File: config.mk
export PLATFORM = sky130hd
export DESIGN_NAME = interpTop
export DESIGN_NICKNAME = d
export VERILOG_FILES = /design/src/verilog/interpPkg.sv /design/src/verilog/interpEqualizer.sv /design/src/verilog/interpGain.sv /design/src/verilog/interpRegs.sv /design/src/verilog/interpSourceSel.sv /design/src/verilog/interpTop.sv /design/src/verilog/interpUpsampler.sv
export SDC_FILE = /design/constraint.sdc
export NUM_CORES = 1
export LEC_CHECK = 0
export BUFFER_PORTS_ARGS = -buffer_cell sky130_fd_sc_hd__buf_2
export CAP_MARGIN = 20
export CORE_MARGIN = 8
export CORE_UTILIZATION = 60
export CTS_CLUSTER_SIZE = 28
export DETAILED_ROUTE_END_ITERATION = 10
export PLACE_DENSITY = 0.79
export RECOVER_POWER = 50
export SYNTH_ARGS = -nofsm -noshare
export SYNTH_HDL_FRONTEND = slang
export SYNTH_SLANG_ARGS = --single-unit
File: constraint.sdc
create_clock -name busClk -period 13.8 [get_ports busClk]
set_input_delay 2.76 -clock busClk [delete_from_list [all_inputs] [get_ports busClk]]
set_output_delay 2.76 -clock busClk [all_outputs]
set_load 0.01 [all_outputs]
File: src/verilog/interpPkg.sv
// Shared definitions of the gain and interpolation block.
// Samples are signed two's complement of SampleWidth bits.
// Register addresses are byte addresses on the 32-bit processor bus. Only the low 13
// address bits are decoded.

package interpPkg;

    // Width of every sample on the receive path
    parameter int SampleWidth = 18;

    // Register map of the bus bank
    typedef enum logic [12:0] {
        RegControl  = 13'h000,  // bypass, test, invert, bypassEQ in bits 3..0
        RegSource   = 13'h004,  // Source index in bits 19..16
        RegMantissa = 13'h008,  // Unsigned 18-bit gain mantissa
        RegExponent = 13'h00C,  // Right shift applied after the multiply
        RegTest     = 13'h010   // Signed test sample
    } RegAddr;

    // After reset the gain is x1 with no shift, so samples pass unchanged
    parameter logic [17:0] MantissaReset = 18'd1;
    parameter logic [4:0]  ExponentReset = 5'd0;

endpackage

File: src/verilog/interpEqualizer.sv
// Fixed 1-2-1 smoothing filter, one cycle from gainValid to eqValid.
// The history only advances on valid samples and keeps advancing while bypassed,
// so leaving bypass does not replay stale values.

`timescale 1ns/1ps

module interpEqualizer (
    input  logic                                     busClk,
    input  logic                                     arstN,
    input  logic signed [interpPkg::SampleWidth-1:0] gainData,
    input  logic                                     gainValid,
    input  logic                                     bypassEQ,
    output logic signed [interpPkg::SampleWidth-1:0] eqData,
    output logic                                     eqValid
);
    import interpPkg::*;

    logic signed [SampleWidth-1:0] hist1;  // Previous valid sample
    logic signed [SampleWidth-1:0] hist2;  // The one before that
    logic signed [SampleWidth+1:0] sum;

    // Two guard bits hold x + 2y + z without overflow
    assign sum = gainData + (hist1 <<< 1) + hist2;

    always_ff @(posedge busClk or negedge arstN) begin
        if (!arstN) begin
            hist1   <= '0;
            hist2   <= '0;
            eqValid <= 1'b0;
        end else begin
            eqValid <= gainValid;
            if (gainValid) begin
                hist2 <= hist1;
                hist1 <= gainData;
            end
        end
    end

    always_ff @(posedge busClk) begin
        if (gainValid) begin
            // Dropping the two low bits is the arithmetic shift by two
            eqData <= bypassEQ ? gainData : sum[SampleWidth+1:2];
        end
    end

endmodule

File: src/verilog/interpGain.sv
// Gain stage, two cycles from selValid to gainValid.
// The gain is mantissa * 2^-exponent with an unsigned 18-bit mantissa.
// Negation comes before saturation, so an inverted negative full scale sample
// ends up at the positive maximum.

`timescale 1ns/1ps

module interpGain (
    input  logic                                     busClk,
    input  logic                                     arstN,
    input  logic signed [interpPkg::SampleWidth-1:0] selData,
    input  logic                                     selValid,
    input  logic [17:0]                              mantissa,
    input  logic [4:0]                               exponent,
    input  logic                                     invert,
    output logic signed [interpPkg::SampleWidth-1:0] gainData,
    output logic                                     gainValid
);
    import interpPkg::*;

    // Full product plus one bit of room so the negation cannot overflow
    localparam int ProdWidth = SampleWidth + 19;
    localparam int TopBits   = ProdWidth - SampleWidth + 1;

    logic signed [ProdWidth-1:0]   prodReg;
    logic                          prodValid;
    logic signed [ProdWidth-1:0]   shifted;
    logic signed [ProdWidth-1:0]   scaled;
    logic signed [SampleWidth-1:0] satData;

    always_comb begin
        shifted = prodReg >>> exponent;
        scaled  = invert ? -shifted : shifted;
        // In range when all bits above the sample sign agree with it
        if (scaled[ProdWidth-1:SampleWidth-1] == {TopBits{scaled[ProdWidth-1]}}) begin
            satData = scaled[SampleWidth-1:0];
        end else if (scaled[ProdWidth-1]) begin
            satData = {1'b1, {(SampleWidth-1){1'b0}}};
        end else begin
            satData = {1'b0, {(SampleWidth-1){1'b1}}};
        end
    end

    always_ff @(posedge busClk or negedge arstN) begin
        if (!arstN) begin
            prodValid <= 1'b0;
            gainValid <= 1'b0;
        end else begin
            prodValid <= selValid;
            gainValid <= prodValid;
        end
    end

    always_ff @(posedge busClk) begin
        if (selValid) begin
            prodReg <= selData * $signed({1'b0, mantissa});  // Mantissa kept positive
        end
        if (prodValid) begin
            gainData <= satData;
        end
    end

endmodule

File: src/verilog/interpRegs.sv
// Control registers of the gain and interpolation block.
// A write takes effect at the rising busClk edge where cs and a byte strobe are high.
// Each strobe only touches its own byte lane. Lane 3 holds no field, so wr3 is ignored.
// dataOut is combinational and meaningful only while cs is high. It reads zero otherwise.

`timescale 1ns/1ps

module interpRegs (
    input  logic                                  busClk,
    input  logic                                  arstN,
    input  logic                                  cs,
    input  logic                                  wr0,
    input  logic                                  wr1,
    input  logic                                  wr2,
    input  logic                                  wr3,
    input  logic [12:0]                           addr,
    input  logic [31:0]                           dataIn,
    output logic [31:0]                           dataOut,
    output logic                                  bypass,
    output logic                                  test,
    output logic                                  invert,
    output logic                                  bypassEQ,
    output logic [3:0]                            source,
    output logic signed [interpPkg::SampleWidth-1:0] testValue,
    output logic [4:0]                            exponent,
    output logic [17:0]                           mantissa
);
    import interpPkg::*;

    logic [31:0] controlWord;

    // Control and source share one read-back word
    assign controlWord = {12'h0, source, 12'h0, bypassEQ, invert, test, bypass};

    always_ff @(posedge busClk or negedge arstN) begin
        if (!arstN) begin
            bypass    <= 1'b0;
            test      <= 1'b0;
            invert    <= 1'b0;
            bypassEQ  <= 1'b0;
            source    <= 4'h0;
            testValue <= '0;
            exponent  <= ExponentReset;
            mantissa  <= MantissaReset;
        end else begin
            // Byte lane 0
            if (cs && wr0) begin
                case (addr)
                    RegControl: begin
                        bypass   <= dataIn[0];
                        test     <= dataIn[1];
                        invert   <= dataIn[2];
                        bypassEQ <= dataIn[3];
                    end
                    RegMantissa: mantissa[7:0]  <= dataIn[7:0];
                    RegExponent: exponent       <= dataIn[4:0];
                    RegTest:     testValue[7:0] <= dataIn[7:0];
                    default: ;
                endcase
            end
            if (cs && wr1) begin  // Byte lane 1
                case (addr)
                    RegMantissa: mantissa[15:8]  <= dataIn[15:8];
                    RegTest:     testValue[15:8] <= dataIn[15:8];
                    default: ;
                endcase
            end
            // Byte lane 2 carries the source index and the top bits of 18-bit fields
            if (cs && wr2) begin
                case (addr)
                    RegSource:   source           <= dataIn[19:16];
                    RegMantissa: mantissa[17:16]  <= dataIn[17:16];
                    RegTest:     testValue[17:16] <= dataIn[17:16];
                    default: ;
                endcase
            end
        end
    end

    // Read mux, zero filled
    always_comb begin
        dataOut = 32'h0;
        if (cs) begin
            case (addr)
                RegControl:  dataOut = controlWord;
                RegSource:   dataOut = controlWord;
                RegMantissa: dataOut = {14'h0, mantissa};
                RegExponent: dataOut = {27'h0, exponent};
                RegTest:     dataOut = {14'h0, testValue};  // Not sign extended
                default:     dataOut = 32'h0;
            endcase
        end
    end

endmodule

File: src/verilog/interpSourceSel.sv
// First stage of the sample path. One cycle from sampleValid to selValid.
// Source i sits in sourceData[i*SampleWidth +: SampleWidth].
// A source index at or above NumSources gives a zero sample.

`timescale 1ns/1ps

module interpSourceSel #(
    parameter int NumSources = 4
) (
    input  logic                                             busClk,
    input  logic                                             arstN,
    input  logic [NumSources*interpPkg::SampleWidth-1:0]     sourceData,
    input  logic                                             sampleValid,
    input  logic [3:0]                                       source,
    input  logic                                             test,
    input  logic signed [interpPkg::SampleWidth-1:0]         testValue,
    output logic signed [interpPkg::SampleWidth-1:0]         selData,
    output logic                                             selValid
);
    import interpPkg::*;

    logic signed [SampleWidth-1:0] picked;

    always_comb begin
        picked = '0;
        for (int i = 0; i < NumSources; i++) begin
            if (int'(source) == i) begin
                picked = sourceData[i*SampleWidth +: SampleWidth];
            end
        end
        if (test) begin
            picked = testValue;  // Test value wins over any source
        end
    end

    always_ff @(posedge busClk or negedge arstN) begin
        if (!arstN) begin
            selValid <= 1'b0;
        end else begin
            selValid <= sampleValid;
        end
    end

    always_ff @(posedge busClk) begin
        if (sampleValid) begin
            selData <= picked;
        end
    end

endmodule

File: src/verilog/interpTop.sv
// Gain and interpolation block of the receive sample path.
// sampleValid may be high at most every other cycle and there is no back-pressure.
// Latency is 5 cycles to the first output. With interpolation on the sample itself
// follows one cycle after its midpoint.
// NumSources may range from 1 to 16.

`timescale 1ns/1ps

module interpTop #(
    parameter int NumSources = 4
) (
    input  logic                                         busClk,
    input  logic                                         arstN,
    input  logic                                         cs,
    input  logic                                         wr0,
    input  logic                                         wr1,
    input  logic                                         wr2,
    input  logic                                         wr3,
    input  logic [12:0]                                  addr,
    input  logic [31:0]                                  dataIn,
    output logic [31:0]                                  dataOut,
    input  logic [NumSources*interpPkg::SampleWidth-1:0] sourceData,
    input  logic                                         sampleValid,
    output logic signed [interpPkg::SampleWidth-1:0]     sampleOut,
    output logic                                         outValid
);
    import interpPkg::*;

    logic                          bypass;
    logic                          test;
    logic                          invert;
    logic                          bypassEQ;
    logic [3:0]                    source;
    logic signed [SampleWidth-1:0] testValue;
    logic [4:0]                    exponent;
    logic [17:0]                   mantissa;

    logic signed [SampleWidth-1:0] selData;
    logic                          selValid;
    logic signed [SampleWidth-1:0] gainData;
    logic                          gainValid;
    logic signed [SampleWidth-1:0] eqData;
    logic                          eqValid;

    interpRegs regs_i (
        .busClk(busClk), .arstN(arstN), .cs(cs),
        .wr0(wr0), .wr1(wr1), .wr2(wr2), .wr3(wr3),
        .addr(addr), .dataIn(dataIn), .dataOut(dataOut),
        .bypass(bypass), .test(test), .invert(invert), .bypassEQ(bypassEQ),
        .source(source), .testValue(testValue),
        .exponent(exponent), .mantissa(mantissa)
    );

    interpSourceSel #(
        .NumSources(NumSources)
    ) sourceSel_i (
        .busClk(busClk), .arstN(arstN),
        .sourceData(sourceData), .sampleValid(sampleValid),
        .source(source), .test(test), .testValue(testValue),
        .selData(selData), .selValid(selValid)
    );

    interpGain gain_i (
        .busClk(busClk), .arstN(arstN),
        .selData(selData), .selValid(selValid),
        .mantissa(mantissa), .exponent(exponent), .invert(invert),
        .gainData(gainData), .gainValid(gainValid)
    );

    interpEqualizer equalizer_i (
        .busClk(busClk), .arstN(arstN),
        .gainData(gainData), .gainValid(gainValid), .bypassEQ(bypassEQ),
        .eqData(eqData), .eqValid(eqValid)
    );

    interpUpsampler upsampler_i (
        .busClk(busClk), .arstN(arstN),
        .eqData(eqData), .eqValid(eqValid), .bypass(bypass),
        .sampleOut(sampleOut), .outValid(outValid)
    );

endmodule

File: src/verilog/interpUpsampler.sv
// Upsampler by two with linear interpolation.
// Each valid input emits the midpoint to the previous sample, then the sample itself
// one cycle later. With bypass set only the sample is emitted.
// Inputs must be at least two cycles apart, otherwise a new midpoint replaces the
// pending second output.

`timescale 1ns/1ps

module interpUpsampler (
    input  logic                                     busClk,
    input  logic                                     arstN,
    input  logic signed [interpPkg::SampleWidth-1:0] eqData,
    input  logic                                     eqValid,
    input  logic                                     bypass,
    output logic signed [interpPkg::SampleWidth-1:0] sampleOut,
    output logic                                     outValid
);
    import interpPkg::*;

    typedef enum logic {
        Idle,
        SecondHalf  // The held sample still has to go out
    } UpState;

    UpState                        state;
    logic signed [SampleWidth-1:0] prevSample;
    logic signed [SampleWidth:0]   midSum;
    logic signed [SampleWidth-1:0] nextOut;
    logic                          emit;

    assign midSum = prevSample + eqData;
    assign emit   = eqValid || (state == SecondHalf);

    always_comb begin
        nextOut = prevSample;  // Second half of a pair
        if (eqValid) begin
            nextOut = bypass ? eqData : midSum[SampleWidth:1];
        end
    end

    always_ff @(posedge busClk or negedge arstN) begin
        if (!arstN) begin
            state      <= Idle;
            prevSample <= '0;
            outValid   <= 1'b0;
        end else begin
            outValid <= emit;
            if (eqValid) begin
                prevSample <= eqData;
                state      <= bypass ? Idle : SecondHalf;
            end else begin
                state <= Idle;
            end
        end
    end

    always_ff @(posedge busClk) begin
        if (emit) begin
            sampleOut <= nextOut;
        end
    end

endmodule
### Word-level counts from Yosys, hierarchy flattened

Index checks and enable logic that the tools add are counted.

* reduce and logical (&&, ||, !) cells: 16
* shifts and indexed selects: 1
* divide/modulo/power cells: 0
* muxes and demuxes: 15
* magnitude comparators: 0
* multiply operators: 1
* bitwise operators: 0
* eq/ne operators: 8
* add/sub/neg operators: 4

Operators by type and width (count)
* two-way mux 18 bit: 10
* one-hot mux 20 bit (4 select lines): 1
* multiplier 18 x 19 -> 37 bit: 1
* two-way mux 37 bit: 1
* negator 37 bit: 1
* >>> shifter 37 x 5 -> 37 bit: 1
* two-way mux 32 bit: 1
* equality test 13 x 4 -> 1 bit, second input constant: 2
* adder 18 x 19 -> 20 bit: 1
* adder 20 x 18 -> 20 bit: 1
* adder 18 x 18 -> 19 bit: 1
* equality test 19 bit: 1
* AND reduction 2 bit: 9
* equality test 13 x 3 -> 1 bit, second input constant: 1
* equality test 13 x 5 -> 1 bit, second input constant: 1
* zero test 13 bit: 1
* equality test 4 x 3 -> 1 bit, second input constant: 2
* equality test 4 x 2 -> 1 bit, second input constant: 1
* zero test 4 bit: 1
* logical AND 1 bit: 3
* two-way mux 1 bit: 2
* OR reduction 2 bit: 1
* logical OR 1 bit: 1

* flip-flop bits (word level): 218
* ROM bits: 0
* input bits: 125
* memories kept: 0
* latch bits: 0
* output and inout bits: 51
* logic and storage cells: 71
* RAM bits: 0

### Logic depth before layout (Yosys ltp)

* depth after elaboration: 6
* depth in mapped cells: 28
* depth with buffers taken out: 27

### Cells and area by module

Synthesis repeated with hierarchy kept, for this count alone.

* cells, all modules: 2764
* area total of the unflattened synthesis: 26830.7 µm²

Modules (own cells, without submodules)
* interpGain: seq. area each 1701.6 µm², cells an instance 1888, area an instance 17309.1 µm², times used 1
* interpEqualizer: seq. area each 1466.4 µm², cells an instance 273, area an instance 3259.4 µm², times used 1
* interpRegs: seq. area each 1227.4 µm², cells an instance 220, area an instance 2578.7 µm², times used 1
* interpUpsampler: seq. area each 1041.0 µm², cells an instance 240, area an instance 2428.6 µm², times used 1
* interpSourceSel: seq. area each 565.5 µm², cells an instance 143, area an instance 1255.0 µm², times used 1

### Least setup slack after synthesis

No wires, ideal clock.

* kind: input -> output
* start: in addr[6]
* end: out dataOut[2]
* stages: 9
* required time: 11040 ps
* setup slack: 6666 ps
* arrival: 4374 ps
* path buffers: 2
* path through: nor4_1 nand3_1 nor2_1 nand2_1 nor2_1 clkbuf_1 clkbuf_1 nand2_1 a21oi_1

* word-level cells in the longest chain between the ends: 4
* elaborated cells on any way between the ends: 8
* those cells by class: 4 x eq/ne; 2 x mux; 2 x reduce/logical

Ends and longest elaborated chain
* start, declared: line interpTop.sv:19 `input logic [12:0] addr,`
* equality test 13 x 3 -> 1 bit or zero test 13 bit (tied branches): line interpRegs.sv:84 `case (addr)`
* OR reduction 2 bit (no line)
* one-hot mux 20 bit (4 select lines) *: line interpRegs.sv:84
* two-way mux 32 bit *: line interpRegs.sv:83 `if (cs) begin`
* end, declared: line interpTop.sv:21 `output logic [31:0] dataOut,`

Every way passes the cells marked *; elsewhere a longest branch is shown, timed or not.

### Final worst setup path

* start: reg regs_i.mantissa[10]
* end: reg gain_i.prodReg[35] (data pin)

* word-level cells in the longest chain between the ends: 1

Ends and longest elaborated chain
* start, declared: line interpRegs.sv:26 `output logic [17:0] mantissa`
* start signal, assigned: line interpRegs.sv:44 `mantissa <= MantissaReset;`
* start signal, assigned: line interpRegs.sv:63 `RegMantissa: mantissa[15:8] <= dataIn[15:8];`
* multiplier 18 x 19 -> 37 bit: line interpGain.sv:56 `prodReg <= selData * $signed({1'b0, mantissa});`
* end signal, assigned: line interpGain.sv:56
* end, declared: line interpGain.sv:25 `logic signed [ProdWidth-1:0] prodReg;`

No other way between the ends.
A chain may end at the register's enable or synchronous reset.

==> reports/qor.txt <==
setup TNS: 0 ns
Final Critical Period: 7.60 ns
leak pwr: 12.6 nW
WL/cell: 20.0 um
CP required: 14.08 ns
Synth Register Bits: 218
Final Skew: 0.0114 ns
Worst Setup SP: regs_i.mantissa[10]
drt drc: 0
Max clock buf depth: 3
Std-Cell Core Area: 42900 um2
post-synthesis cell count: 2649
Peak VDD IR: 0.105 mV
failing checks: capacitance limit, slew limit
Least-Margin Pin Slew: 2.42 ns
Die Y: 224 um
pwr/cell area: 85.1 nW/um2
Post-DP HPWL: 50900 um
top_reg_cell synth: edfxtp_1
slew margin rel.: -0.612
initial DRC count: 1809
P&R area growth vs syn: 6.94%
final hold slack: 0.533 ns
Global Route Usage Sum: 0.262
Pins Over Slew Limit: 185
number of core rows: 76
Buffers & Inverters on Critical Path: 3
routed wl met3: 4000 um
FF-to-FF Start: regs_i.mantissa[10]
drt via density: 6.12
routability cong.: 0.942
largest net degree at the start of global routing: 70
Final Hold Fails: 0
Startpoint Class: flop
vias: 20200
setup bufs post-CTS: 0
worst hold start: regs_i.testValue[7]
Ports: 176
critical path class: flop to flop
worst-skew pair later-pin latency: 0.55 ns
initial antenna violation count: 0
H-tree levels: 1
hold_buf cts: 0
critical-path cell list: nand2_1 > fa_1 > fa_1 > fa_1 > fa_1 > inv_1 > fa_1 > inv_1 > fa_1 > inv_1 > ha_1 > a21oi_1 > o21bai_1 > a21o_1 > a21oi_1 > o31ai_1 > a221oi_1 > a21oi_1 > a311oi_1 > nor2b_1 > nor2_1 > o21ai_0 > o41ai_1 > xnor2_1
slowest stage delay, CP: 0.90 ns
unrepaired setup endpoints after global routing: no
DRT Pass-1 Iters: 6
final period utilization: 0.551
ANT cells: 0
CTS Buf Count: 25
area of the mapped netlist: 25900 um2
Max Clock Freq: 0.132 GHz
Die X-Extent: 224 um
vias in the first global route: 20900
ys async rst share: 0.500
I/O Buffers: 150
Ys Warns: 0
max-cap check violation count: 4
Final setup viols: 0
Worst Path Arrival: 7.88 ns
Max Used Layer: met4
Crit Path Max Fanout: 20
Met1 Wirelength: 25200 um
global-route wire length before repair: 107000 um
layout cells sized above 1: 0.154
met2 wire length: 34100 um
cell family with most CP delay: adder cells
Worst Hold Class: flop to flop
Starting Density: 0.604
CP most frequent cell: fa_1
grt total ovfl: 0
EDFF count, synth: 109
Yosys cell types: 93
fin nets: 3266
final WL: 66200 um
syn avg cell area: 9.78 um2
sequential element share of the synthesized area: 0.232
cts repair resizes: 0
Worst-path clk slew: 0.06 ns
Sinks on Clock Net: 218
crit path capture type: flop
clock root cell: clkbuf_16
Antenna Violating Nets Remaining: 0
CTS tree: done
slowest cell on the critical path: dfrtp_1
outcome: complete, but fails checks
Total Die Area: 50100 um2
## flip-flops by register name, summed over array words and instances, names as in the netlist, 18 cells and up
name / flops
sourceSel_i.selData: 18
gain_i.prodReg: 37
equalizer_i.hist2: 18
upsampler_i.sampleOut: 18
gain_i.gainData: 18
equalizer_i.eqData: 18
upsampler_i.prevSample: 18
equalizer_i.hist1: 18
regs_i.mantissa: 18
regs_i.testValue: 18
## synth_stat cells (all sizes together), types with 16 or more instances
master | number | area (um2)
mux2i | 43 | 430
xor2 | 37 | 324
o21ai | 94 | 508
buf | 44 | 277
nand2b | 27 | 169
edfxtp | 109 | 3270
and3 | 16 | 100
inv | 331 | 1240
ha | 168 | 2100
nor2 | 129 | 484
a21oi | 105 | 526
a211oi | 16 | 120
nor3 | 43 | 220
clkbuf | 116 | 435
nor2b | 19 | 119
dfrtp | 108 | 2700
fa | 276 | 5530
and2 | 171 | 1070
mux2 | 146 | 1650
xnor2 | 44 | 385
mux4 | 35 | 788
a22o | 21 | 184
a22oi | 21 | 158
nand2 | 254 | 953
a221o | 17 | 170
a21o | 26 | 203
nand3 | 41 | 205
## path summary, 6_finish.rpt
check	slack (ns)	depth (start not counted)	endpoint
hold / removal	0.53	1	regs_i.testValue[7]
setup reg to reg	6.20	24	gain_i.prodReg[35]
max in group asynchronous	8.95	2	regs_i.exponent[0]
hold reg to reg	0.53	1	regs_i.testValue[7]
setup / recovery	6.20	24	gain_i.prodReg[35]
min in group asynchronous	2.85	1	equalizer_i.hist1[17]
## through the flow
| step | cells | cell area, um2 | worst slack, ns | util | total power [mW] |
|---|---|---|---|---|---|
| 2_1_floorplan | 2660 | 25900 | 6.67 | - | 1.48 |
| 3_3_place_gp | 3253 | 26900 | 6.33 | 0.626 | 1.66 |
| 3_5_place_dp | 3253 | 26900 | 6.20 | 0.626 | 1.70 |
| 4_1_cts | 3299 | 27700 | 6.17 | 0.645 | 2.37 |
| 5_1_grt | 3301 | 27700 | 5.77 | 0.646 | 2.51 |
| 6_report | 3301 | 27700 | 6.20 | 0.646 | 2.36 |
## where the power goes
part	switching, mW	internal, mW	total [mW]
Clock	0.275	0.384	0.659
Combinational	0.434	0.355	0.789
Sequential	0.0951	0.815	0.910
Total	0.804	1.55	2.36
## cell families after synthesis
group / share of synthesized area
simple gates: 0.144
buf+inv: 0.0757
flops: 0.232
mux: 0.111
fa+ha+maj: 0.294
other cells: 0.000145
compound gates: 0.116
xor+xnor: 0.0274
## metal layers
layer / up-vias / GRT usage
met5: - / 0
met4: 0 / 0.104
met3: 189 / 0.0330
met2: 791 / 0.468
met1: 10100 / 0.321
li1: 9091 / -
## cell type report
class / count / area, um2
inverters: 333 / 1250
clock buffers: 30 / 664
well taps: 585 / 732
repair buffers: 170 / 907
clock inverters: 16 / 154
fillers: 3339 / 15200
multi-input cells: 1949 / 18000
flip-flops and latches: 218 / 6010
## cell usage in the layout, fill, tap and decap left out, types with 8 or more instances in the layout
cell,n
and2_1,167
buf_2,148
mux2i_1,43
conb_1,12
nor3_1,42
fa_1,276
mux2_2,138
clkinv_2,9
o21ai_1,9
a22oi_1,21
edfxtp_1,109
inv_1,328
o41ai_1,9
clkbuf_1,8
buf_4,16
a211oi_1,16
nand2b_1,27
a31oi_1,11
a221o_1,17
nor2_1,129
xnor2_1,44
o21ai_2,10
nor4_1,10
a22o_1,21
o21a_1,15
a21o_1,25
and3_1,16
nand3_1,41
xor2_1,37
clkbuf_16,25
o21ai_0,75
mux4_2,35
o211ai_1,11
a21oi_1,105
o31ai_1,12
nor2b_1,19
dfrtp_1,106
ha_1,168
nand2_1,254
## worst register-to-register path: cells and delay by family, from the launching register on
family / cells / cell delay (ns)
AO/OA/AOI/OAI: 10 / 2.33
flip-flops: 1 / 0.90
AND/OR/NAND/NOR: 3 / 0.45
buffers and inverters: 3 / 0.14
XOR/XNOR: 1 / 0.10
adder cells (fa/ha/maj): 7 / 3.42
Power figures use the tool's default switching activity.
